<file path="config.mk">
export PLATFORM = sky130hd
export DESIGN_NAME = flash_reader_top
export DESIGN_NICKNAME = d
export VERILOG_FILES = /design/src/spi_flash_pkg.sv /design/src/flash_ctrl_regs.sv /design/src/flash_read_seq.sv /design/src/spi_shift_engine.sv /design/src/rx_byte_fifo.sv /design/src/flash_reader_top.sv
export VERILOG_INCLUDE_DIRS = /design/src /design/src/src
export SDC_FILE = /design/constraint.sdc
export NUM_CORES = 1
export LEC_CHECK = 0
export BUFFER_PORTS_ARGS = -buffer_cell sky130_fd_sc_hd__clkbuf_2
export CORE_MARGIN = 3
export CORE_UTILIZATION = 56
export CTS_BUF_LIST = sky130_fd_sc_hd__clkbuf_8
export DETAILED_ROUTE_END_ITERATION = 12
export PLACE_DENSITY = 0.78
export SLEW_MARGIN = 15
export SYNTH_ARGS = -nofsm -noshare
export SYNTH_HDL_FRONTEND = slang
export SYNTH_SLANG_ARGS = --single-unit
</file>
<file path="constraint.sdc">
create_clock -name sys_clk -period 2.8 [get_ports sys_clk]
set_clock_uncertainty 0.1 [all_clocks]
set_input_delay 0.14 -clock sys_clk [delete_from_list [all_inputs] [get_ports sys_clk]]
set_output_delay 0.14 -clock sys_clk [all_outputs]
set_load 0.05 [all_outputs]
</file>
<file path="src/spi_flash_macros.svh">
`ifndef SPI_FLASH_MACROS_SVH
`define SPI_FLASH_MACROS_SVH

// Flash READ opcode
`define SPI_READ_OP 8'h03

// sys_clk cycles per SCK half period
`define SPI_HALF_CYCLES 5

// Receive buffer entries
`define RX_DEPTH 16

// Register word offsets on wb_adr[3:2]
`define REG_ADDR 2'd0
`define REG_LEN  2'd1
`define REG_CTRL 2'd2
`define REG_DATA 2'd3

`endif

</file>
<file path="src/spi_flash_pkg.sv">
`default_nettype none

package spi_flash_pkg;

    // Host command as latched by the register block
    typedef struct packed {
        logic [23:0] addr;
        logic [3:0]  len_m1;      // Byte count minus one
    } flash_cmd_t;

    typedef struct packed {
        logic busy;
        logic done;
    } seq_status_t;

    // Sequencer to shift engine
    typedef struct packed {
        logic       go;           // One-cycle start
        logic [7:0] tx_byte;
    } shift_req_t;

    typedef struct packed {
        logic       byte_done;    // One-cycle pulse
        logic [7:0] rx_byte;
    } shift_rsp_t;

endpackage

`default_nettype wire

</file>
<file path="src/flash_ctrl_regs.sv">
`timescale 1ns/1ns
`default_nettype none

`include "spi_flash_macros.svh"

module flash_ctrl_regs (
    input  wire                             sys_clk,
    input  wire                             sys_rst_n,
    input  wire                             wb_cyc,
    input  wire                             wb_stb,
    input  wire                             wb_we,
    input  wire [3:2]                       wb_adr,
    input  wire [31:0]                      wb_dat_w,
    input  wire spi_flash_pkg::seq_status_t status,
    input  wire [7:0]                       pop_data,
    input  wire [4:0]                       count,
    output logic                            wb_ack,
    output logic [31:0]                     wb_dat_r,
    output logic                            start,
    output spi_flash_pkg::flash_cmd_t       cmd,
    output logic                            pop
);

    logic access;
    logic wr_ok;

    // New access only while ack is low, so each one takes two cycles
    assign access = wb_cyc && wb_stb && !wb_ack;

    // Command registers are locked during a transaction
    assign wr_ok = access && wb_we && !status.busy;

    // Head entry leaves the buffer as the read is acknowledged
    assign pop = access && !wb_we && (wb_adr == `REG_DATA);

    always_ff @(posedge sys_clk or negedge sys_rst_n) begin
        if (!sys_rst_n) begin
            wb_ack <= 1'b0;
            start  <= 1'b0;
            cmd    <= '0;
        end else begin
            wb_ack <= access;
            start  <= wr_ok && (wb_adr == `REG_CTRL) && wb_dat_w[0];
            if (wr_ok && (wb_adr == `REG_ADDR))
                cmd.addr <= wb_dat_w[23:0];
            if (wr_ok && (wb_adr == `REG_LEN))
                cmd.len_m1 <= wb_dat_w[3:0];
        end
    end

    // Read data is captured with the ack
    always_ff @(posedge sys_clk) begin
        if (access && !wb_we) begin
            case (wb_adr)
                `REG_ADDR: begin
                    wb_dat_r <= {8'h00, cmd.addr};
                end
                `REG_LEN: begin
                    wb_dat_r <= {28'h0, cmd.len_m1};
                end
                `REG_CTRL: begin
                    wb_dat_r <= {19'h0, count, 6'h0, status.done, status.busy};
                end
                default: begin
                    // Empty buffer reads as zero
                    wb_dat_r <= (count == 5'd0) ? 32'h0 : {24'h0, pop_data};
                end
            endcase
        end
    end

endmodule

`default_nettype wire

</file>
<file path="src/flash_read_seq.sv">
`timescale 1ns/1ns
`default_nettype none

`include "spi_flash_macros.svh"

module flash_read_seq (
    input  wire                             sys_clk,
    input  wire                             sys_rst_n,
    input  wire                             start,
    input  wire spi_flash_pkg::flash_cmd_t  cmd,
    input  wire spi_flash_pkg::shift_rsp_t  shift_rsp,
    output spi_flash_pkg::shift_req_t       shift_req,
    output logic                            spi_cs_n,
    output spi_flash_pkg::seq_status_t      status,
    output logic                            push,
    output logic [7:0]                      push_data
);

    import spi_flash_pkg::*;

    typedef enum logic [1:0] {IDLE, CMD, DATA, END} state_t;

    state_t     state;
    flash_cmd_t cmd_q;
    logic [1:0] byte_idx;     // Header byte in flight
    logic [3:0] data_cnt;     // Data bytes done so far
    logic       go;
    logic [7:0] tx_byte;
    logic       accept;

    // END holds done until the next start
    assign accept = start && ((state == IDLE) || (state == END));

    always_ff @(posedge sys_clk or negedge sys_rst_n) begin
        if (!sys_rst_n) begin
            state    <= IDLE;
            spi_cs_n <= 1'b1;
            go       <= 1'b0;
            byte_idx <= 2'd0;
            data_cnt <= 4'd0;
        end else begin
            go <= 1'b0;
            case (state)
                CMD: begin
                    if (shift_rsp.byte_done) begin
                        go       <= 1'b1;
                        byte_idx <= byte_idx + 2'd1;
                        if (byte_idx == 2'd3)
                            state <= DATA;
                    end
                end
                DATA: begin
                    if (shift_rsp.byte_done) begin
                        if (data_cnt == cmd_q.len_m1) begin
                            state    <= END;
                            spi_cs_n <= 1'b1;
                        end else begin
                            go       <= 1'b1;
                            data_cnt <= data_cnt + 4'd1;
                        end
                    end
                end
                default: begin
                    if (accept) begin
                        state    <= CMD;
                        spi_cs_n <= 1'b0;
                        go       <= 1'b1;   // Opcode goes out with cs_n low
                        byte_idx <= 2'd0;
                        data_cnt <= 4'd0;
                    end
                end
            endcase
        end
    end

    always_ff @(posedge sys_clk) begin
        if (accept)
            cmd_q <= cmd;
    end

    // Opcode and address MSB first, then zeros while reading
    always_comb begin
        if (state == CMD) begin
            case (byte_idx)
                2'd0:    tx_byte = `SPI_READ_OP;
                2'd1:    tx_byte = cmd_q.addr[23:16];
                2'd2:    tx_byte = cmd_q.addr[15:8];
                default: tx_byte = cmd_q.addr[7:0];
            endcase
        end else begin
            tx_byte = 8'h00;
        end
    end

    assign shift_req = '{go: go, tx_byte: tx_byte};

    assign status = '{busy: (state == CMD) || (state == DATA), done: (state == END)};

    // Only data-phase bytes reach the buffer
    assign push      = (state == DATA) && shift_rsp.byte_done;
    assign push_data = shift_rsp.rx_byte;

endmodule

`default_nettype wire

</file>
<file path="src/spi_shift_engine.sv">
`timescale 1ns/1ns
`default_nettype none

`include "spi_flash_macros.svh"

module spi_shift_engine (
    input  wire                             sys_clk,
    input  wire                             sys_rst_n,
    input  wire                             spi_miso,
    input  wire spi_flash_pkg::shift_req_t  req,
    output spi_flash_pkg::shift_rsp_t       rsp,
    output logic                            spi_sck,
    output logic                            spi_mosi
);

    localparam int HALF = `SPI_HALF_CYCLES;
    localparam int HW   = $clog2(HALF + 1);

    logic          active;
    logic [HW-1:0] half_cnt;
    logic [3:0]    edge_cnt;  // 16 SCK edges per byte
    logic [7:0]    tx_sr;
    logic [7:0]    rx_sr;
    logic          done_q;
    logic          half_end;

    assign half_end = active && (half_cnt == HW'(HALF - 1));

    always_ff @(posedge sys_clk or negedge sys_rst_n) begin
        if (!sys_rst_n) begin
            active   <= 1'b0;
            half_cnt <= '0;
            edge_cnt <= 4'd0;
            spi_sck  <= 1'b0;
            tx_sr    <= 8'h00;
            done_q   <= 1'b0;
        end else begin
            done_q <= 1'b0;
            if (!active) begin
                if (req.go) begin
                    active <= 1'b1;
                    tx_sr  <= req.tx_byte;      // MSB on MOSI while SCK is low
                end
            end else if (half_end) begin
                half_cnt <= '0;
                edge_cnt <= edge_cnt + 4'd1;
                spi_sck  <= ~spi_sck;
                if (spi_sck)
                    tx_sr <= {tx_sr[6:0], 1'b0};    // Next bit on the fall
                if (edge_cnt == 4'd15) begin
                    active <= 1'b0;
                    done_q <= 1'b1;
                end
            end else begin
                half_cnt <= half_cnt + HW'(1);
            end
        end
    end

    // MISO sampled as SCK rises
    always_ff @(posedge sys_clk) begin
        if (half_end && !spi_sck)
            rx_sr <= {rx_sr[6:0], spi_miso};
    end

    assign spi_mosi = tx_sr[7];
    assign rsp      = '{byte_done: done_q, rx_byte: rx_sr};

endmodule

`default_nettype wire

</file>
<file path="src/rx_byte_fifo.sv">
`timescale 1ns/1ns
`default_nettype none

`include "spi_flash_macros.svh"

module rx_byte_fifo (
    input  wire         sys_clk,
    input  wire         sys_rst_n,
    input  wire         clear,
    input  wire         push,
    input  wire [7:0]   push_data,
    input  wire         pop,
    output logic [7:0]  pop_data,
    output logic [4:0]  count
);

    localparam int DEPTH = `RX_DEPTH;
    localparam int AW    = $clog2(DEPTH);

    logic [7:0]    mem [DEPTH];
    logic [AW-1:0] wr_ptr;
    logic [AW-1:0] rd_ptr;
    logic          do_pop;

    assign do_pop = pop && (count != 5'd0);     // Empty pop ignored

    always_ff @(posedge sys_clk or negedge sys_rst_n) begin
        if (!sys_rst_n) begin
            wr_ptr <= '0;
            rd_ptr <= '0;
            count  <= 5'd0;
        end else if (clear) begin
            wr_ptr <= '0;
            rd_ptr <= '0;
            count  <= 5'd0;
        end else begin
            if (push)
                wr_ptr <= wr_ptr + AW'(1);
            if (do_pop)
                rd_ptr <= rd_ptr + AW'(1);
            case ({push, do_pop})
                2'b10:   count <= count + 5'd1;
                2'b01:   count <= count - 5'd1;
                default: count <= count;
            endcase
        end
    end

    always_ff @(posedge sys_clk) begin
        if (push)
            mem[wr_ptr] <= push_data;
    end

    assign pop_data = mem[rd_ptr];

endmodule

`default_nettype wire

</file>
<file path="src/flash_reader_top.sv">
`timescale 1ns/1ns
`default_nettype none

module flash_reader_top (
    input  wire         sys_clk,
    input  wire         sys_rst_n,
    input  wire         wb_cyc,
    input  wire         wb_stb,
    input  wire         wb_we,
    input  wire [3:2]   wb_adr,
    input  wire [31:0]  wb_dat_w,
    input  wire         spi_miso,
    output wire         wb_ack,
    output wire [31:0]  wb_dat_r,
    output wire         spi_sck,
    output wire         spi_mosi,
    output wire         spi_cs_n
);

    import spi_flash_pkg::*;

    wire              start;      // Also clears the buffer
    wire flash_cmd_t  cmd;
    wire seq_status_t status;
    wire shift_req_t  shift_req;
    wire shift_rsp_t  shift_rsp;
    wire              push;
    wire [7:0]        push_data;
    wire              pop;
    wire [7:0]        pop_data;
    wire [4:0]        count;

    flash_ctrl_regs i_ctrl_regs (
        .sys_clk   (sys_clk),
        .sys_rst_n (sys_rst_n),
        .wb_cyc    (wb_cyc),
        .wb_stb    (wb_stb),
        .wb_we     (wb_we),
        .wb_adr    (wb_adr),
        .wb_dat_w  (wb_dat_w),
        .status    (status),
        .pop_data  (pop_data),
        .count     (count),
        .wb_ack    (wb_ack),
        .wb_dat_r  (wb_dat_r),
        .start     (start),
        .cmd       (cmd),
        .pop       (pop)
    );

    flash_read_seq i_read_seq (
        .sys_clk   (sys_clk),
        .sys_rst_n (sys_rst_n),
        .start     (start),
        .cmd       (cmd),
        .shift_rsp (shift_rsp),
        .shift_req (shift_req),
        .spi_cs_n  (spi_cs_n),
        .status    (status),
        .push      (push),
        .push_data (push_data)
    );

    spi_shift_engine i_shift_engine (
        .sys_clk   (sys_clk),
        .sys_rst_n (sys_rst_n),
        .spi_miso  (spi_miso),
        .req       (shift_req),
        .rsp       (shift_rsp),
        .spi_sck   (spi_sck),
        .spi_mosi  (spi_mosi)
    );

    rx_byte_fifo i_rx_fifo (
        .sys_clk   (sys_clk),
        .sys_rst_n (sys_rst_n),
        .clear     (start),
        .push      (push),
        .push_data (push_data),
        .pop       (pop),
        .pop_data  (pop_data),
        .count     (count)
    );

endmodule

`default_nettype wire

</file>
==> results_dict.tcl <==
set metrics [dict create \
    status "finished clean" \
    synth.top_cell.area_share_pct 53.0 \
    area_growth_pct 16.3 \
    first_global_vias 6270 \
    fillCellCount 1166 \
    grt_max_degree 36 \
    crit_required_ns 3.13 \
    first_pass_iters 5 \
    cts_post_setup_buffers_inserted 0 \
    drtIter0Drc 449 \
    setup_tns_ns 0 \
    drt_wl_total_um 21400 \
    wl_per_cell_um 20.6 \
    cts_root_buffer "clkbuf_8" \
    antenna_found_initial 0 \
    yosys.area.top_type "edfxtp_1" \
    route.met2.wl_um 10800 \
    drt-met1-wl_um 8840 \
    relSlewSlack_pct 36.9 \
    worst_slack_ns 0.161 \
    portBuffers 59 \
    finalMaxSlewViolations 0 \
    pre_cts_ws_ns 0.197 \
    start_util_pct 58.1 \
    ys_async_sr_fraction_pct 27.4 \
    min_period_ns 2.64 \
    core_um2 18300 \
    fin_nets 839 \
    clock-sinks 259 \
    startpoint "i_rx_fifo.count[1]" \
    wl_met3_um 1140 \
    cts_resized 0 \
    hold_violations 0 \
    cts_buffers 42 \
    die_area_um2 20700 \
    min_period_over_period_pct 94.2 \
    synth_area_um2 10700 \
    irDropWorstVdd_mv 0.387 \
    yosysWarnings 0 \
    top_layer "met4" \
    dp_hpwl_um 14300 \
    n_antenna_cell 0 \
    overflow 0 \
    worst_pin_slew_ns 0.944 \
    cts_tree "done" \
    min_path_type "input port to async pin" \
    cts_max_level 2 \
    place_congestion 0.859 \
    grt_pass1_wl_um 33800 \
    swShare_pct 27.4 \
    worst_setup_path_end_kind "flop" \
    yosysSeqAreaShare_pct 69.7 \
    ys_top_cells_by_area "edfxtp_1, dfrtp_1, mux4_2" \
    netlist_instances 658 \
    yosysUniqueCellTypes 57 \
    viasPerCell 5.80 \
    worst_ep_arrival_time_ns 2.97 \
    p_total_mw 10.4 \
    synth_edf_count 188 \
    drc_errors 0 \
    p_comb_share_pct 19.5 \
    setup-violations-final 0 \
    fin_util_pct 67.6 \
    grt_usage_pct 21.3 \
    fmax_ghz 0.379 \
    clkTransAtPathRegs_ns 0.06 \
    internal_power_mw 7.53 \
    die_h_um 144 \
    final_layout_size_suffix_gt1_share_pct 26.6 \
    insertion_delay_ns 0.55 \
    syn_area_per_cell_um2 16.2 \
    maxCapViolCount 0 \
    power_frac_seq_pct 48.3 \
    chipWidth_um 144 \
    ctsHoldBuffers 29 \
    startpoint_type "flop" \
    leakage_nw 4.71 \
    num_vias 6011 \
    num_rows 49 \
    powerDensity_nw_per_um2 838 \
    p_sw_mw 2.85 \
    rsz0062_at_grt "false" \
    ant_nets 0 \
    r2r-start "i_rx_fifo.count[1]" \
    synth_seq_cells 259 \
    ys.flop_type "edfxtp_1" \
    num_io_pins 76 \
    cts_buffer_depth 3 \
    pwr-share-clk_pct 32.3 \
    cp_max_fo 6 \
    worstSetupPathType "flop to flop" \
]
-- per-stage QoR --
stage	area [µm²]	hold WS, ns	cells
3_3_place_gp	11200	0.0629	936
2_1_floorplan	10700	-0.256	665
4_1_cts	12400	0.0130	1037
3_5_place_dp	11200	0.0789	936
5_1_grt	12400	0.0365	1037
6_report	12400	0.0317	1037
-- registers in the layout (all words and copies together), names as in the netlist, 3 cells and up --
signal                   flops
i_rx_fifo.count              5
i_rx_fifo.wr_ptr             4
i_ctrl_regs.cmd             28
i_read_seq.cmd_q            28
i_shift_engine.tx_sr         8
i_shift_engine.edge_cnt      4
i_ctrl_regs.wb_dat_r        24
i_shift_engine.half_cnt      3
i_rx_fifo.mem              128
i_rx_fifo.rd_ptr             4
i_read_seq.data_cnt          4
i_shift_engine.rx_sr         8
-- cells in the final DEF (no fill, tap or decap), types with 4 or more instances in the layout --
master           n
and2_1          27
and3_1           7
ha_1            19
clkinv_2         4
nor3_1           6
dlygate4sd3_1   29
dfrtp_1         68
xor2_1           5
xnor2_1         10
edfxtp_1       188
bufinv_16        5
o21ai_0         26
clkinv_1         4
conb_1           8
buf_4           20
a21oi_1         16
clkbuf_2        58
nand3_1         11
mux2i_1         10
mux2_2          30
nor2b_1          7
nor2_1          31
a22oi_1         20
inv_1           30
mux4_2          34
a22o_1           8
clkbuf_8        45
nand2_1         33
-- final timing paths --
kind	slack, ns	cells after the start	end
max	0.16	8	i_rx_fifo.count[4]
min	0.03	2	i_shift_engine.half_cnt[2]
max reg2reg	0.16	8	i_rx_fifo.count[4]
min reg2reg	0.36	0	i_read_seq.cmd_q[22]
max in group asynchronous	1.77	3	i_read_seq.spi_cs_n
min in group sys_clk	0.04	3	i_ctrl_regs.wb_dat_r[9]
-- cells in the mapped netlist, types with 10 or more instances --
| cell | count |
|---|---|
| dfrtp_1 | 70 |
| mux2_2 | 30 |
| nand3_1 | 11 |
| clkbuf_1 | 16 |
| a21oi_1 | 16 |
| ha_1 | 19 |
| a22oi_1 | 20 |
| mux4_2 | 34 |
| nor2_1 | 31 |
| inv_1 | 17 |
| nand2_1 | 33 |
| o21ai_0 | 26 |
| edfxtp_1 | 188 |
| xnor2_1 | 10 |
| and2_1 | 27 |
| mux2i_1 | 10 |
-- logic make-up after synthesis --
group	synth area share (%)
other	0.0352
DFF	69.7
AOI/OAI and AO/OA	6.05
xor gates and xnor gates	1.23
muxes	11.4
and+or+nand+nor	6.78
buffers and inverters	2.56
adders and majority gates	2.23
-- worst max-delay path, cell delays in order, from the launching register on --
cell and delay, ns:
dfrtp_1 0.37, or2_1 0.29, or4_4 0.50, nand3_4 0.14, inv_2 0.08, ha_1 0.33
o21a_1 0.12, o32ai_1 0.23, mux2_2 0.36
-- metal layers --
layer | up-vias | track usage (%)
li1 | 2734 | -
met1 | 3024 | 27.8
met2 | 201 | 35.7
met3 | 52 | 4.43
met4 | 0 | 7.68
met5 | - | 0
-- area by class of cell --
cell class              count  area, µm²  area share [%]
clock buffers              45        619            5.00
multi-input cells         350       2990            24.2
well taps                 229        287            2.31
flip-flops and latches    259       7430            59.9
repair buffers            109        756            6.10
inverters                  18       67.6           0.545
clock inverters            27        241            1.95
-- power groups by stage --
stage               registers [mW]  logic (mW)  clock network, mW
CTS                           5.01        2.03               3.42
global placement              5.05        1.89                  0
detailed placement            5.08        1.99                  0
global route                  5.07        2.22               3.58
finish                        5.01        2.02               3.35
floorplan                     4.95        1.52                  0
No activity file was read; power rests on OpenSTA's default activity.
